File: src/dps_pkg.sv
// Shared types and constants; bus addresses are byte addresses, the timer range ignores address bits 1:0
package dps_pkg;

	typedef logic [31:0] dps_addr_t;
	typedef logic [31:0] dps_data_t;
	typedef logic [4:0] dps_reg_idx_t;
	typedef logic [5:0] dps_irq_num_t;
	typedef logic [1:0] dps_irq_level_t;

	// Owner tracking for a pending read at the top level
	typedef enum logic {
		STAMP_IDLE,
		STAMP_READ_WAIT
	} dps_stamp_e;

	typedef enum logic [1:0] {
		SCI_TX_IDLE,
		SCI_TX_START,
		SCI_TX_DATA,
		SCI_TX_STOP
	} sci_tx_state_e;

	typedef enum logic [1:0] {
		SCI_RX_IDLE,
		SCI_RX_START,
		SCI_RX_DATA,
		SCI_RX_STOP
	} sci_rx_state_e;

	// Interrupt vector numbers
	localparam dps_irq_num_t IRQ_NUM_UTIM64 = 6'h36;
	localparam dps_irq_num_t IRQ_NUM_SCI = 6'h37;

	// Address decode
	localparam dps_addr_t UTIM64_LAST_ADDR = 32'h0000_0074;
	localparam dps_addr_t SCI_DATA_ADDR = 32'h0000_0100;
	localparam dps_addr_t SCI_STAT_ADDR = 32'h0000_0108;

	// Timer register word indices
	localparam dps_reg_idx_t UTIM64_CTRL_IDX = 5'd0;
	localparam dps_reg_idx_t UTIM64_COUNT_LO_IDX = 5'd1;
	localparam dps_reg_idx_t UTIM64_COUNT_HI_IDX = 5'd2;
	localparam dps_reg_idx_t UTIM64_CMP_LO_IDX = 5'd3;
	localparam dps_reg_idx_t UTIM64_CMP_HI_IDX = 5'd4;
	localparam dps_reg_idx_t UTIM64_PERIOD_IDX = 5'd5;

	// SCI register word indices
	localparam dps_reg_idx_t SCI_DATA_IDX = 5'd0;
	localparam dps_reg_idx_t SCI_STAT_IDX = 5'd2;

endpackage

File: src/dps_req_if.sv
// Single-cycle request channel to one device; the host asserts req only while the device is not busy
`timescale 1ns/1ps

interface dps_req_if
	import dps_pkg::*;
();

	// Host to device
	logic req;
	logic rw;
	dps_reg_idx_t addr;
	dps_data_t wdata;

	// Device to host
	logic busy;
	logic rvalid;
	dps_data_t rdata;

	modport host (
		output req, rw, addr, wdata,
		input busy, rvalid, rdata
	);

	modport device (
		input req, rw, addr, wdata,
		output busy, rvalid, rdata
	);

endinterface

File: src/dps_utim64.sv
// 64-bit timer ticking every TIMER_DIV clocks; count halves are written separately and are not read atomically
`timescale 1ns/1ps

module dps_utim64
	import dps_pkg::*;
#(
	parameter int TIMER_DIV = 4
) (
	input logic iCLOCK,
	input logic inRESET,
	dps_req_if.device bus,
	output logic irq,
	input logic irq_ack
);

	localparam int PW = (TIMER_DIV > 1) ? $clog2(TIMER_DIV) : 1;

	logic [PW-1:0] presc;
	logic tick;
	logic [2:0] ctrl;
	logic [63:0] count;
	logic [63:0] compare;
	dps_data_t period;
	logic match;
	logic match_q;
	logic hit;
	logic wr;
	logic rd;

	assign wr = bus.req && bus.rw;
	assign rd = bus.req && !bus.rw;
	assign tick = ctrl[0] && (presc == PW'(TIMER_DIV - 1));
	assign match = (count == compare);
	// Only the first cycle of an equal count counts as a hit
	assign hit = match && !match_q;
	assign bus.busy = bus.rvalid;

	always_ff @(posedge iCLOCK or negedge inRESET) begin
		if (!inRESET) begin
			presc <= '0;
		end else if (!ctrl[0] || tick) begin
			presc <= '0;
		end else begin
			presc <= presc + 1'b1;
		end
	end

	// Bus writes to the count override the increment
	always_ff @(posedge iCLOCK or negedge inRESET) begin
		if (!inRESET) begin
			count <= '0;
		end else if (wr && bus.addr == UTIM64_COUNT_LO_IDX) begin
			count[31:0] <= bus.wdata;
		end else if (wr && bus.addr == UTIM64_COUNT_HI_IDX) begin
			count[63:32] <= bus.wdata;
		end else if (tick) begin
			count <= count + 64'd1;
		end
	end

	always_ff @(posedge iCLOCK or negedge inRESET) begin
		if (!inRESET) begin
			ctrl <= '0;
			compare <= '0;
			period <= '0;
			match_q <= 1'b1;
		end else begin
			match_q <= match;
			if (wr && bus.addr == UTIM64_CTRL_IDX) begin
				ctrl <= bus.wdata[2:0];
			end
			if (wr && bus.addr == UTIM64_PERIOD_IDX) begin
				period <= bus.wdata;
			end
			if (wr && bus.addr == UTIM64_CMP_LO_IDX) begin
				compare[31:0] <= bus.wdata;
			end else if (wr && bus.addr == UTIM64_CMP_HI_IDX) begin
				compare[63:32] <= bus.wdata;
			end else if (hit && ctrl[2]) begin
				// Periodic mode moves the next match forward
				compare <= compare + {32'd0, period};
			end
		end
	end

	// Compare flag, held until the controller acks it
	always_ff @(posedge iCLOCK or negedge inRESET) begin
		if (!inRESET) begin
			irq <= 1'b0;
		end else if (hit && ctrl[1]) begin
			irq <= 1'b1;
		end else if (irq_ack) begin
			irq <= 1'b0;
		end
	end

	always_ff @(posedge iCLOCK or negedge inRESET) begin
		if (!inRESET) begin
			bus.rvalid <= 1'b0;
		end else begin
			bus.rvalid <= rd;
		end
	end

	always_ff @(posedge iCLOCK) begin
		case (bus.addr)
			UTIM64_CTRL_IDX: bus.rdata <= {29'd0, ctrl};
			UTIM64_COUNT_LO_IDX: bus.rdata <= count[31:0];
			UTIM64_COUNT_HI_IDX: bus.rdata <= count[63:32];
			UTIM64_CMP_LO_IDX: bus.rdata <= compare[31:0];
			UTIM64_CMP_HI_IDX: bus.rdata <= compare[63:32];
			UTIM64_PERIOD_IDX: bus.rdata <= period;
			default: bus.rdata <= '0;
		endcase
	end

	// Top-level gating keeps read requests from arriving back to back
	rvalid_single: assert property (@(posedge iCLOCK) disable iff (!inRESET)
		bus.rvalid |=> !bus.rvalid);

endmodule

File: src/dps_sci.sv
// 8N1 serial port at BAUD_DIV clocks per bit; one-byte receive holding register, no parity or flow control
`timescale 1ns/1ps

module dps_sci
	import dps_pkg::*;
#(
	parameter int BAUD_DIV = 8
) (
	input logic iCLOCK,
	input logic inRESET,
	dps_req_if.device bus,
	output logic txd,
	input logic rxd,
	output logic irq,
	input logic irq_ack
);

	localparam int CW = (BAUD_DIV > 1) ? $clog2(BAUD_DIV) : 1;
	localparam logic [CW-1:0] BIT_END = CW'(BAUD_DIV - 1);
	localparam logic [CW-1:0] HALF_BIT = CW'((BAUD_DIV > 1) ? BAUD_DIV / 2 - 1 : 0);

	logic wr;
	logic rd;
	logic [1:0] irq_en;
	sci_tx_state_e tx_state;
	logic [CW-1:0] tx_cnt;
	logic [2:0] tx_bit;
	logic [7:0] tx_shift;
	logic tx_start;
	logic tx_busy;
	logic tx_finish;
	logic rxd_meta;
	logic rxd_s;
	sci_rx_state_e rx_state;
	logic [CW-1:0] rx_cnt;
	logic [2:0] rx_bit;
	logic [7:0] rx_shift;
	logic [7:0] rx_data;
	logic rx_valid;
	logic rx_stop_ok;

	assign wr = bus.req && bus.rw;
	assign rd = bus.req && !bus.rw;
	assign tx_busy = (tx_state != SCI_TX_IDLE);
	assign tx_start = wr && bus.addr == SCI_DATA_IDX && !tx_busy;
	assign tx_finish = (tx_state == SCI_TX_STOP) && (tx_cnt == BIT_END);
	// Stop bit sampled high at mid-bit
	assign rx_stop_ok = (rx_state == SCI_RX_STOP) && (rx_cnt == BIT_END) && rxd_s;
	assign bus.busy = tx_busy || bus.rvalid;

	// Transmitter, LSB first
	always_ff @(posedge iCLOCK or negedge inRESET) begin
		if (!inRESET) begin
			tx_state <= SCI_TX_IDLE;
			tx_cnt <= '0;
			tx_bit <= '0;
			txd <= 1'b1;
		end else begin
			tx_cnt <= (tx_cnt == BIT_END) ? '0 : tx_cnt + 1'b1;
			case (tx_state)
				SCI_TX_IDLE: begin
					tx_cnt <= '0;
					if (tx_start) begin
						tx_state <= SCI_TX_START;
						txd <= 1'b0;
					end
				end
				SCI_TX_START: begin
					if (tx_cnt == BIT_END) begin
						tx_state <= SCI_TX_DATA;
						tx_bit <= '0;
						txd <= tx_shift[0];
					end
				end
				SCI_TX_DATA: begin
					if (tx_cnt == BIT_END) begin
						tx_bit <= tx_bit + 1'b1;
						if (tx_bit == 3'd7) begin
							tx_state <= SCI_TX_STOP;
							txd <= 1'b1;
						end else begin
							txd <= tx_shift[1];
						end
					end
				end
				SCI_TX_STOP: begin
					if (tx_finish) begin
						tx_state <= SCI_TX_IDLE;
					end
				end
			endcase
		end
	end

	always_ff @(posedge iCLOCK) begin
		if (tx_start) begin
			tx_shift <= bus.wdata[7:0];
		end else if (tx_state == SCI_TX_DATA && tx_cnt == BIT_END) begin
			tx_shift <= tx_shift >> 1;
		end
	end

	// Receiver; start bit checked at half a bit, then every full bit
	always_ff @(posedge iCLOCK or negedge inRESET) begin
		if (!inRESET) begin
			rxd_meta <= 1'b1;
			rxd_s <= 1'b1;
			rx_state <= SCI_RX_IDLE;
			rx_cnt <= '0;
			rx_bit <= '0;
		end else begin
			rxd_meta <= rxd;
			rxd_s <= rxd_meta;
			rx_cnt <= (rx_cnt == BIT_END) ? '0 : rx_cnt + 1'b1;
			case (rx_state)
				SCI_RX_IDLE: begin
					rx_cnt <= '0;
					if (!rxd_s) begin
						rx_state <= SCI_RX_START;
					end
				end
				SCI_RX_START: begin
					if (rx_cnt == HALF_BIT) begin
						rx_cnt <= '0;
						rx_bit <= '0;
						rx_state <= rxd_s ? SCI_RX_IDLE : SCI_RX_DATA;
					end
				end
				SCI_RX_DATA: begin
					if (rx_cnt == BIT_END) begin
						rx_bit <= rx_bit + 1'b1;
						if (rx_bit == 3'd7) begin
							rx_state <= SCI_RX_STOP;
						end
					end
				end
				SCI_RX_STOP: begin
					if (rx_cnt == BIT_END) begin
						rx_state <= SCI_RX_IDLE;
					end
				end
			endcase
		end
	end

	always_ff @(posedge iCLOCK) begin
		if (rx_state == SCI_RX_DATA && rx_cnt == BIT_END) begin
			rx_shift <= {rxd_s, rx_shift[7:1]};
		end
		if (rx_stop_ok) begin
			rx_data <= rx_shift;
		end
	end

	// Status, enables and the latched interrupt
	always_ff @(posedge iCLOCK or negedge inRESET) begin
		if (!inRESET) begin
			rx_valid <= 1'b0;
			irq_en <= '0;
			irq <= 1'b0;
			bus.rvalid <= 1'b0;
		end else begin
			bus.rvalid <= rd;
			if (rx_stop_ok) begin
				rx_valid <= 1'b1;
			end else if (rd && bus.addr == SCI_DATA_IDX) begin
				rx_valid <= 1'b0;
			end
			if (wr && bus.addr == SCI_STAT_IDX) begin
				irq_en <= bus.wdata[1:0];
			end
			if ((rx_stop_ok && irq_en[0]) || (tx_finish && irq_en[1])) begin
				irq <= 1'b1;
			end else if (irq_ack) begin
				irq <= 1'b0;
			end
		end
	end

	always_ff @(posedge iCLOCK) begin
		case (bus.addr)
			SCI_DATA_IDX: bus.rdata <= {24'd0, rx_data};
			SCI_STAT_IDX: bus.rdata <= {30'd0, rx_valid, tx_busy};
			default: bus.rdata <= '0;
		endcase
	end

endmodule

File: src/dps_irq.sv
// Two-source interrupt controller; only entries 0x36 and 0x37 exist, writes to other entries are dropped
`timescale 1ns/1ps

module dps_irq
	import dps_pkg::*;
(
	input logic iCLOCK,
	input logic inRESET,
	input logic cfg_req,
	input dps_irq_num_t cfg_entry,
	input logic cfg_mask,
	input logic cfg_valid,
	input dps_irq_level_t cfg_level,
	input logic [1:0] src_irq,
	output logic [1:0] src_ack,
	output logic irq_req,
	output dps_irq_num_t irq_num,
	input logic irq_ack
);

	// Entry 0 is the timer, entry 1 the SCI
	logic [1:0] ent_valid;
	logic [1:0] ent_mask;
	dps_irq_level_t ent_level [2];
	logic [1:0] pend;
	logic pick_sci;
	logic sel_sci;

	assign pend = src_irq & ent_valid & ~ent_mask;
	// Higher level wins, timer takes ties
	assign pick_sci = pend[1] && (!pend[0] || ent_level[1] > ent_level[0]);
	assign irq_num = sel_sci ? IRQ_NUM_SCI : IRQ_NUM_UTIM64;

	always_ff @(posedge iCLOCK or negedge inRESET) begin
		if (!inRESET) begin
			ent_valid <= '0;
			ent_mask <= '0;
			ent_level[0] <= '0;
			ent_level[1] <= '0;
		end else if (cfg_req && cfg_entry == IRQ_NUM_UTIM64) begin
			ent_valid[0] <= cfg_valid;
			ent_mask[0] <= cfg_mask;
			ent_level[0] <= cfg_level;
		end else if (cfg_req && cfg_entry == IRQ_NUM_SCI) begin
			ent_valid[1] <= cfg_valid;
			ent_mask[1] <= cfg_mask;
			ent_level[1] <= cfg_level;
		end
	end

	// No new request while an ack pulse is out, the source flag clears after it
	always_ff @(posedge iCLOCK or negedge inRESET) begin
		if (!inRESET) begin
			irq_req <= 1'b0;
			sel_sci <= 1'b0;
			src_ack <= '0;
		end else begin
			src_ack <= '0;
			if (irq_req) begin
				if (irq_ack) begin
					irq_req <= 1'b0;
					src_ack <= sel_sci ? 2'b10 : 2'b01;
				end
			end else if (src_ack == 2'b00 && pend != 2'b00) begin
				irq_req <= 1'b1;
				sel_sci <= pick_sci;
			end
		end
	end

	irq_num_stable: assert property (@(posedge iCLOCK) disable iff (!inRESET)
		(irq_req && !irq_ack) |=> (irq_req && $stable(irq_num)));

endmodule

File: src/default_peripheral_system.sv
// Peripheral top on iCLOCK only; unmapped addresses are never accepted and writes get no response
`timescale 1ns/1ps

module default_peripheral_system
	import dps_pkg::*;
#(
	parameter int TIMER_DIV = 4,
	parameter int BAUD_DIV = 8
) (
	input logic iCLOCK,
	input logic inRESET,
	input logic dps_req,
	output logic dps_busy,
	input logic dps_rw,
	input dps_addr_t dps_addr,
	input dps_data_t dps_wdata,
	output logic dps_rvalid,
	output dps_data_t dps_rdata,
	input logic irq_cfg_req,
	input dps_irq_num_t irq_cfg_entry,
	input logic irq_cfg_mask,
	input logic irq_cfg_valid,
	input dps_irq_level_t irq_cfg_level,
	output logic irq_req,
	output dps_irq_num_t irq_num,
	input logic irq_ack,
	output logic sci_txd,
	input logic sci_rxd
);

	dps_req_if tim_bus ();
	dps_req_if sci_bus ();

	dps_stamp_e stamp_state;
	// Owner of the pending read, 1 for the SCI
	logic stamp_sci;
	logic free;
	logic tim_sel;
	logic sci_sel;
	logic [1:0] src_irq;
	logic [1:0] src_ack;

	assign free = (stamp_state == STAMP_IDLE) && !tim_bus.busy && !sci_bus.busy;
	assign tim_sel = dps_req && free && (dps_addr <= UTIM64_LAST_ADDR);
	assign sci_sel = dps_req && free &&
		((dps_addr == SCI_DATA_ADDR) || (dps_addr == SCI_STAT_ADDR));
	assign dps_busy = !free;

	assign tim_bus.req = tim_sel;
	assign tim_bus.rw = dps_rw;
	assign tim_bus.addr = dps_addr[6:2];
	assign tim_bus.wdata = dps_wdata;
	assign sci_bus.req = sci_sel;
	assign sci_bus.rw = dps_rw;
	assign sci_bus.addr = dps_addr[6:2];
	assign sci_bus.wdata = dps_wdata;

	always_ff @(posedge iCLOCK or negedge inRESET) begin
		if (!inRESET) begin
			stamp_state <= STAMP_IDLE;
			stamp_sci <= 1'b0;
		end else begin
			case (stamp_state)
				STAMP_IDLE: begin
					if (!dps_rw && (tim_sel || sci_sel)) begin
						stamp_state <= STAMP_READ_WAIT;
						stamp_sci <= sci_sel;
					end
				end
				STAMP_READ_WAIT: begin
					if (tim_bus.rvalid || sci_bus.rvalid) begin
						stamp_state <= STAMP_IDLE;
					end
				end
			endcase
		end
	end

	// Response comes back from the stamped owner
	assign dps_rvalid = stamp_sci ? sci_bus.rvalid : tim_bus.rvalid;
	assign dps_rdata = stamp_sci ? sci_bus.rdata : tim_bus.rdata;

	dps_utim64 #(.TIMER_DIV(TIMER_DIV)) u_utim64 (
		.iCLOCK(iCLOCK),
		.inRESET(inRESET),
		.bus(tim_bus.device),
		.irq(src_irq[0]),
		.irq_ack(src_ack[0])
	);

	dps_sci #(.BAUD_DIV(BAUD_DIV)) u_sci (
		.iCLOCK(iCLOCK),
		.inRESET(inRESET),
		.bus(sci_bus.device),
		.txd(sci_txd),
		.rxd(sci_rxd),
		.irq(src_irq[1]),
		.irq_ack(src_ack[1])
	);

	dps_irq u_irq (
		.iCLOCK(iCLOCK),
		.inRESET(inRESET),
		.cfg_req(irq_cfg_req),
		.cfg_entry(irq_cfg_entry),
		.cfg_mask(irq_cfg_mask),
		.cfg_valid(irq_cfg_valid),
		.cfg_level(irq_cfg_level),
		.src_irq(src_irq),
		.src_ack(src_ack),
		.irq_req(irq_req),
		.irq_num(irq_num),
		.irq_ack(irq_ack)
	);

	sel_exclusive: assert property (@(posedge iCLOCK) disable iff (!inRESET)
		!(tim_sel && sci_sel));

endmodule

File: config.mk
export PLATFORM = sky130hd
export DESIGN_NAME = default_peripheral_system
export DESIGN_NICKNAME = d
export VERILOG_FILES = /design/src/dps_pkg.sv /design/src/dps_req_if.sv /design/src/dps_utim64.sv /design/src/dps_sci.sv /design/src/dps_irq.sv /design/src/default_peripheral_system.sv
export SDC_FILE = /design/constraint.sdc
export NUM_CORES = 1
export LEC_CHECK = 0
export ABC_CLOCK_PERIOD_IN_PS = 8740
export BUFFER_PORTS_ARGS = -buffer_cell sky130_fd_sc_hd__buf_2
export CAP_MARGIN = 20
export CORE_AREA = 2 2 162 164
export CTS_CLUSTER_DIAMETER = 80
export DETAILED_ROUTE_END_ITERATION = 8
export DIE_AREA = 0 0 164 166
export GPL_TIMING_DRIVEN = 1
export PLACE_DENSITY_LB_ADDON = 0.3
export SLEW_MARGIN = 20
export SYNTH_ARGS = -nofsm -noshare
export SYNTH_HDL_FRONTEND = slang
export SYNTH_SLANG_ARGS = --single-unit
File: constraint.sdc
create_clock -name iCLOCK -period 8.74 [get_ports iCLOCK]
set_clock_uncertainty 0.15 [all_clocks]
set_input_delay 2.185 -clock iCLOCK [delete_from_list [all_inputs] [get_ports iCLOCK]]
set_output_delay 2.185 -clock iCLOCK [all_outputs]
set_load 0.01 [all_outputs]
==> results of run 1 <==
-- registers in the layout, summed over array words and instances (netlist names), 8 cells and up, named ones only --
register and count:
u_sci.tx_shift 8, u_utim64.bus.rdata 32, u_utim64.period 32, u_utim64.count 64, u_sci.bus.rdata 8, u_sci.rx_data 8, u_utim64.compare 64, u_sci.rx_shift 8
-- layout by cell type, fill, tap and decap left out, drive strengths merged, types with 6 or more instances in the layout --
cell type	instances
and4	6
a31oi	7
a21o	29
a22oi	67
a221o	7
o31ai	6
o22ai	19
or3	11
o21a	8
or4	6
nor3	42
clkbuf	46
clkinv	10
nand2	219
and2	9
dfrtp	202
nor4	26
a211oi	7
nor2b	35
a21oi	142
and3	35
nand4	31
buf	133
edfxtp	24
o211ai	9
mux2	61
nand2b	13
nor2	105
o21ai	114
mux2i	38
a211o	6
xnor2	35
inv	37
nand3	101
dfxtp	40
xor2	84
ha	55
-- kinds of logic (layout without fill, tap and decap cells) --
logic type	after synthesis	after routing	share of synthesized area [%]
other	2	5	0.0461
XOR/XNOR	119	119	6.40
buffers and inverters	142	227	3.60
AND/OR/NAND/NOR	659	659	20.1
flip-flops	270	270	41.0
adder cells (fa/ha/maj)	56	56	4.35
AO/OA/AOI/OAI	464	464	17.9
multiplexers	99	99	6.55
-- metrics by stage --
step                      total power, mW  utilization, %  setup WS (ps)
after floorplan                      1.40               -           4330
after CTS                            2.69            70.1           3910
after global routing                 2.77            70.1           3540
after global placement               1.48            66.4           3500
final                                2.69            70.1           3740
after detailed placement             1.49            66.4           3340
-- power by group --
part	leakage, nW	internal [mW]	total (mW)	switching [mW]
Combinational	4.61	0.0573	0.176	0.118
Sequential	3.05	1.28	1.30	0.0129
Clock	0.466	0.684	1.22	0.533
-- worst reg2reg max path, cell delays in order (launching register included) --
cell and delay, ps:
dfrtp_1 420, inv_1 140, ha_1 350, nor4b_2 300
nand4_1 200, nor2_1 420, and3_1 370, nand2_1 510
a21oi_2 660, o21ai_0 170, nand2_1 100, o211ai_1 90
-- layer usage --
layer | up-vias | track usage, % | wire (µm) | part of all wire, %
met5 | - | 0 | 0 | 0
met4 | 0 | 14.5 | 2100 | 3.9
met3 | 137 | 11.8 | 7910 | 15
met2 | 1034 | 57.5 | 22900 | 42
met1 | 7268 | 56.9 | 21400 | 39
li1 | 6698 | - | - | -
-- final cells by class --
class	instances	area, µm²	area share [%]
clock buffers	45	867	4.83
flip-flops and latches	270	6680	37.2
inverters	37	139	0.773
multi-input cells	1402	9060	50.4
well taps	335	419	2.33
clock inverters	11	72.6	0.404
repair buffers	134	722	4.02
-- final timing paths --
| path | start | to | cells after the start |
|---|---|---|---|
| setup / recovery | dps_addr[5] | u_utim64.count[32] | 10 |
| hold / removal | u_sci.rxd_meta | u_sci.rxd_s | 0 |
| setup reg to reg | u_sci.tx_state[0] | u_utim64.compare[46] | 11 |
| hold reg to reg | u_sci.rxd_meta | u_sci.rxd_s | 0 |
| max in group asynchronous | inRESET | u_utim64.compare[12] | 2 |
| min in group asynchronous | inRESET | u_sci.tx_bit[2] | 1 |
==> out/results.txt, run 1 <==
asr flop ratio synth -> 76.3%
first-pass GRT wire length -> 83.0 mm
dpl cells -> 2178
Worst Setup End Kind -> flip-flop
hold buffer count at CTS -> 0
syn_area_per_cell -> 8.99 µm²
P_leak -> 8.13 nW
Final ANT Viol Nets -> 0
#FFs+latches synth -> 270
Worst-Skew Late Latency -> 570 ps
CTS H-tree lvls -> 1
layout cells sized above 1 -> 14.4%
initial DRC count -> 2234
GRT overflow -> 0
DRC errors left -> 0
number of post-CTS setup repair buffers -> 0
Diodes inserted -> 0
CTS sink count -> 270
register area share after synthesis -> 41.0%
max-cap violations -> 0
Site Rows -> 59
non-filler instance count after layout -> 2234
CTS max path bufs -> 3
DIE WIDTH -> 164 µm
area share of the largest cell type after synthesis -> 31.0%
clock-pin slew on the worst setup and hold paths -> 60 ps
Slew @ Worst Pin -> 1180 ps
RSZ-0062 raised after global routing -> false
setup TNS -> 0 ps
worst path bufs/invs -> 3
DRT Pass-1 Iters -> 6
via density per instance -> 6.78
CTS tree -> yes
CP startpoint kind -> input port
Yosys top cell by area -> dfrtp_1
Post-synth EDFFs -> 24
most numerous cell in the Yosys netlist -> nand2_1
Post-synth top cells -> 218 x nand2_1, 202 x dfrtp_1, 139 x a21oi_1
largest cells by area after synthesis -> dfrtp_1 31%, nand2_1 5.0%, dfxtp_1 4.9%
Power Density -> 150 nW/µm²
required time of the critical path -> 9070 ps
Resize count post-CTS -> 0
Top FF cell, synth -> dfrtp_1
fmax -> 200 MHz
detailed-route via count -> 15100
status -> finished, final reports clean
Worst EP arrival -> 5330 ps
family with the most delay on the worst path -> simple AND/OR/NAND/NOR gates
initial antenna violation count -> 0
die area -> 27200 µm²
Area Overhead vs Synth -> 10.3%
Tcrit/Tclk final -> 57.3%
Reg2Reg Setup Slack -> 4730 ps
# fillers -> 2022
post-synthesis cell count -> 1811
number of global-route vias before repair -> 14400
cts bufs inserted -> 30
largest net degree at the start of global routing -> 76
GP Congestion -> 1.04
critical path fanouts, max -> 63
worst hold slack -> 208 ps
final setup fails -> 0
DR WL/cell -> 24.3 µm
CP Cell Sequence -> buf_2, nor3_1, nand2b_1, nor2_2, buf_4, nand2_1, a21oi_4, buf_4, o21ai_0, a22oi_1
core area -> 25600 µm²
Top cell by count, worst path -> buf_4
# port buffers -> 117
# IOs -> 123
fin. max-slew vios -> 0
Worst VDD drop -> 0.153 mV
Syn Std Cell Area -> 16300 µm²
CTS root buffer -> clkbuf_16
Total GRT Usage -> 39.8%
nets -> 2012
Netlist cell types -> 80
Crit path largest cell delay -> 550 ps
yosys warns -> 0
Initial Util -> 63.6%
Final min period -> 5000 ps
fin area -> 18000 µm²
post-DP HPWL -> 40.0 mm
Hold Path Class -> flip-flop to flip-flop
chip height -> 166 µm
Final Hold Vio Count -> 0
CP max-delay cell -> nor3_1
overall routed net length -> 54.3 mm
dpl cell area -> 17000 µm²
kind of critical path -> input port to flip-flop
Slew HR -> 20.9%
No activity file was read; power rests on OpenSTA's default activity.
==> inputs of run 2 (changes only) <==
- ABC_CLOCK_PERIOD_IN_PS: 8740 -> 4300
- CORE_AREA: 2 2 162 164 -> 2 2 176 178
- DIE_AREA: 0 0 164 166 -> 0 0 178 180
- clock period: 8.74 -> 4.3 ns (I/O delays scaled with it)
==> run 2 against run 1 <==
Compared with the run above:
- non-clock buffer count is 39 higher
- via count barely moved
- clock power increased by 120%
- global-route usage is 4.9 points lower
- core utilization decreased by 8.9 points
- setup slack worse by 3300 ps
- critical path depth unchanged
- first-iteration DRC count decreased by 6.0%
- flip-flop and latch count unchanged
- highest routed layer unchanged
==> out/results.txt, run 2 (synthesis gave the netlist of run 1 again) <==
status -> finished, final reports clean (unchanged)
initial antenna violation count -> 0 (unchanged)
Initial Util -> 53.9% (was 63.6%)
CP Launch Point -> u_utim64.compare[4] (was dps_addr[5])
Hold Path Class -> flip-flop to flip-flop (unchanged)
worst hold slack -> 210 ps (was 208 ps)
first-pass GRT wire length -> 85.7 mm (was 83.0 mm)
P_leak -> 8.37 nW (was 8.13 nW)
CP max-delay cell -> o211ai_2 (was nor3_1)
CTS max path bufs -> 3 (unchanged)
Slew HR -> 40.7% (was 20.9%)
Crit path largest cell delay -> 620 ps (was 550 ps)
Final min period -> 3850 ps
Int Pwr -> 4.34 mW (was 2.03 mW)
Sw Pwr -> 1.39 mW (was 664 µW)
commonest cells after routing, fill and taps aside -> 217 x nand2_1, 202 x dfrtp_1, 139 x a21oi_1, 116 x buf_2, 112 x o21ai_0 (was 216 x nand2_1, 202 x dfrtp_1, 139 x a21oi_1, 116 x buf_2, 112 x o21ai_0)
kind of critical path -> flip-flop to flip-flop (was input port to flip-flop)
Worst Setup EP -> u_utim64.compare[43] (was u_utim64.count[32])
detailed-route via count -> 15100 (about the same)
Resize count post-CTS -> 0 (unchanged)
die area -> 32000 µm² (was 27200 µm²)
Final ANT Viol Nets -> 0 (unchanged)
GP Congestion -> 1.01 (was 1.04)
fmax -> 260 MHz
Worst EP arrival -> 4170 ps (was 5330 ps)
# fillers -> 2592 (was 2022)
Tcrit/Tclk final -> 89.4%
Diodes inserted -> 0 (unchanged)
number of global-route vias before repair -> 14300 (was 14400)
# port buffers -> 117 (unchanged)
Flop pwr share -> 46.1% (was 48.2%)
R2R cell count -> 10 (was 11)
Final Hold Vio Count -> 0 (unchanged)
reg-to-reg startpoint -> u_utim64.compare[4] (was u_sci.tx_state[0])
core area -> 30200 µm² (was 25600 µm²)
Worst Setup End Kind -> flip-flop (unchanged)
final setup fails -> 0 (unchanged)
Site Rows -> 64 (was 59)
CTS root buffer -> clkbuf_16 (unchanged)
worst path bufs/invs -> 0 (was 3)
required time of the critical path -> 4620 ps (was 9070 ps)
CP startpoint kind -> flip-flop (was input port)
number of post-CTS setup repair buffers -> 0 (unchanged)
biggest regs -> u_utim64.compare: 64 flops, u_utim64.count: 64 flops (unchanged)
via density per instance -> 6.48 (was 6.78)
clock-pin slew on the worst setup and hold paths -> 60 ps (about the same)
CTS tree -> yes (unchanged)
Slew @ Worst Pin -> 889 ps (was 1180 ps)
Power Total -> 5.72 mW (was 2.69 mW)
DR WL/cell -> 23.9 µm (was 24.3 µm)
overall routed net length -> 55.9 mm (was 54.3 mm)
DRT Pass-1 Iters -> 6 (unchanged)
max-cap violations -> 0 (unchanged)
post-DP HPWL -> 41.8 mm (was 40.0 mm)
Worst VDD drop -> 0.317 mV (was 0.153 mV)
Worst-Skew Late Latency -> 590 ps (was 570 ps)
cell depth of the worst setup path -> 10 (unchanged)
layout cells sized above 1 -> 16.1% (was 14.4%)
CTS sink count -> 270 (unchanged)
nets -> 2052 (was 2012)
Logic pwr share -> 6.2% (was 6.5%)
RSZ-0062 raised after global routing -> false (unchanged)
# IOs -> 123 (unchanged)
Clock power frac -> 47.7% (was 45.3%)
GRT overflow -> 0 (unchanged)
Area Overhead vs Synth -> 13.4% (was 10.3%)
Hold Startpoint -> u_sci.rxd_meta (unchanged)
Total GRT Usage -> 34.9% (was 39.8%)
Top cell by count, worst path -> a21o_1 (was buf_4)
chip height -> 180 µm (was 166 µm)
initial DRC count -> 2100 (was 2234)
Power Density -> 310 nW/µm² (was 150 nW/µm²)
setup TNS -> 0 ps (unchanged)
largest net degree at the start of global routing -> 97 (was 76)
Worst R2R End -> u_utim64.compare[43] (was u_utim64.compare[46])
Reg2Reg Setup Slack -> 450 ps (was 4730 ps)
sw frac -> 24.2% (was 24.7%)
fin. max-slew vios -> 0 (unchanged)
cts bufs inserted -> 31 (was 30)
hold buffer count at CTS -> 0 (unchanged)
commonest non-fill, non-tap cell in the layout -> nand2_1 (unchanged)
DRC errors left -> 0 (unchanged)
CTS H-tree lvls -> 1 (unchanged)
CP Cell Sequence -> ha_1, a21o_1, a31o_1, o2111a_1, or4_1, a21o_1, o211ai_2, nor2_1, a22o_1, a21o_1 (was buf_2, nor3_1, nand2b_1, nor2_2, buf_4, nand2_1, a21oi_4, buf_4, o21ai_0, a22oi_1)
critical path fanouts, max -> 16 (was 63)
DIE WIDTH -> 178 µm (was 164 µm)
family with the most delay on the worst path -> compound AO/OA/AOI/OAI gates (was simple AND/OR/NAND/NOR gates)
run 2: cell count changes in the layout (fill, tap and decap cells not counted), moves of 2 or more:
cell and delta:
clkbuf_8 -5, inv_6 +2, clkinvlp_4 +2, buf_4 +36, clkinv_1 +4, buf_12 +3, clkinv_2 -3, clkbuf_1 -4
bufinv_16 +4
run 2: worst min path at each step:
stage | cells after the start | end
5_1_grt | 0 | u_sci.rxd_s
3_5_place_dp | 0 | u_sci.rxd_s
4_1_cts | 0 | u_sci.rxd_s
2_1_floorplan | 0 | u_sci.rxd_s
6_report | 0 | u_sci.rxd_s
3_3_place_gp | 0 | u_sci.rxd_s
run 2: power by group through the flow:
stage                     Clock, mW  Sequential [mW]  Combinational, mW
after floorplan                   0             2.68              0.166
after global placement            0             2.68              0.336
after detailed placement          0             2.69              0.349
after CTS                      2.76             2.64              0.351
after global routing           2.87             2.64              0.395
final                          2.73             2.64              0.354
run 2: area by class of cell:
class	count	area, µm²	area share, %
multi-input combinational	1402	9050	49.0
sequential	270	6680	36.2
timing repair buffer	173	1050	5.70
clock buffer	38	822	4.45
tap	396	495	2.68
clock inverter	20	229	1.24
inverter	37	139	0.752
run 2: metal layers:
| metal | vias to the layer above | part of all wire [%] | global-route usage (%) |
|---|---|---|---|
| met5 | - | 0 | 0 |
| met4 | 0 | 3.8 | 12.7 |
| met3 | 133 | 12 | 7.83 |
| met2 | 897 | 43 | 50.6 |
| met1 | 7348 | 42 | 51.0 |
| li1 | 6767 | - | - |
run 2: worst reg2reg max path, stage by stage (launching register included):
cell      delay (ps)
dfrtp_1          440
ha_1             380
a21o_1           230
a31o_1           240
o2111a_1         310
or4_1            570
a21o_1           290
o211ai_2         620
nor2_1           150
a22o_1           210
a21o_1           150
run 2: per-stage QoR:
stage	utilization [%]	worst slack [ps]	std cells	instance area [µm²]
after floorplan	-	1000	1814	16300
after global placement	57.7	436	2278	17400
after detailed placement	57.7	378	2278	17400
after CTS	61.2	508	2336	18500
after global routing	61.2	250	2336	18500
final	61.2	455	2336	18500
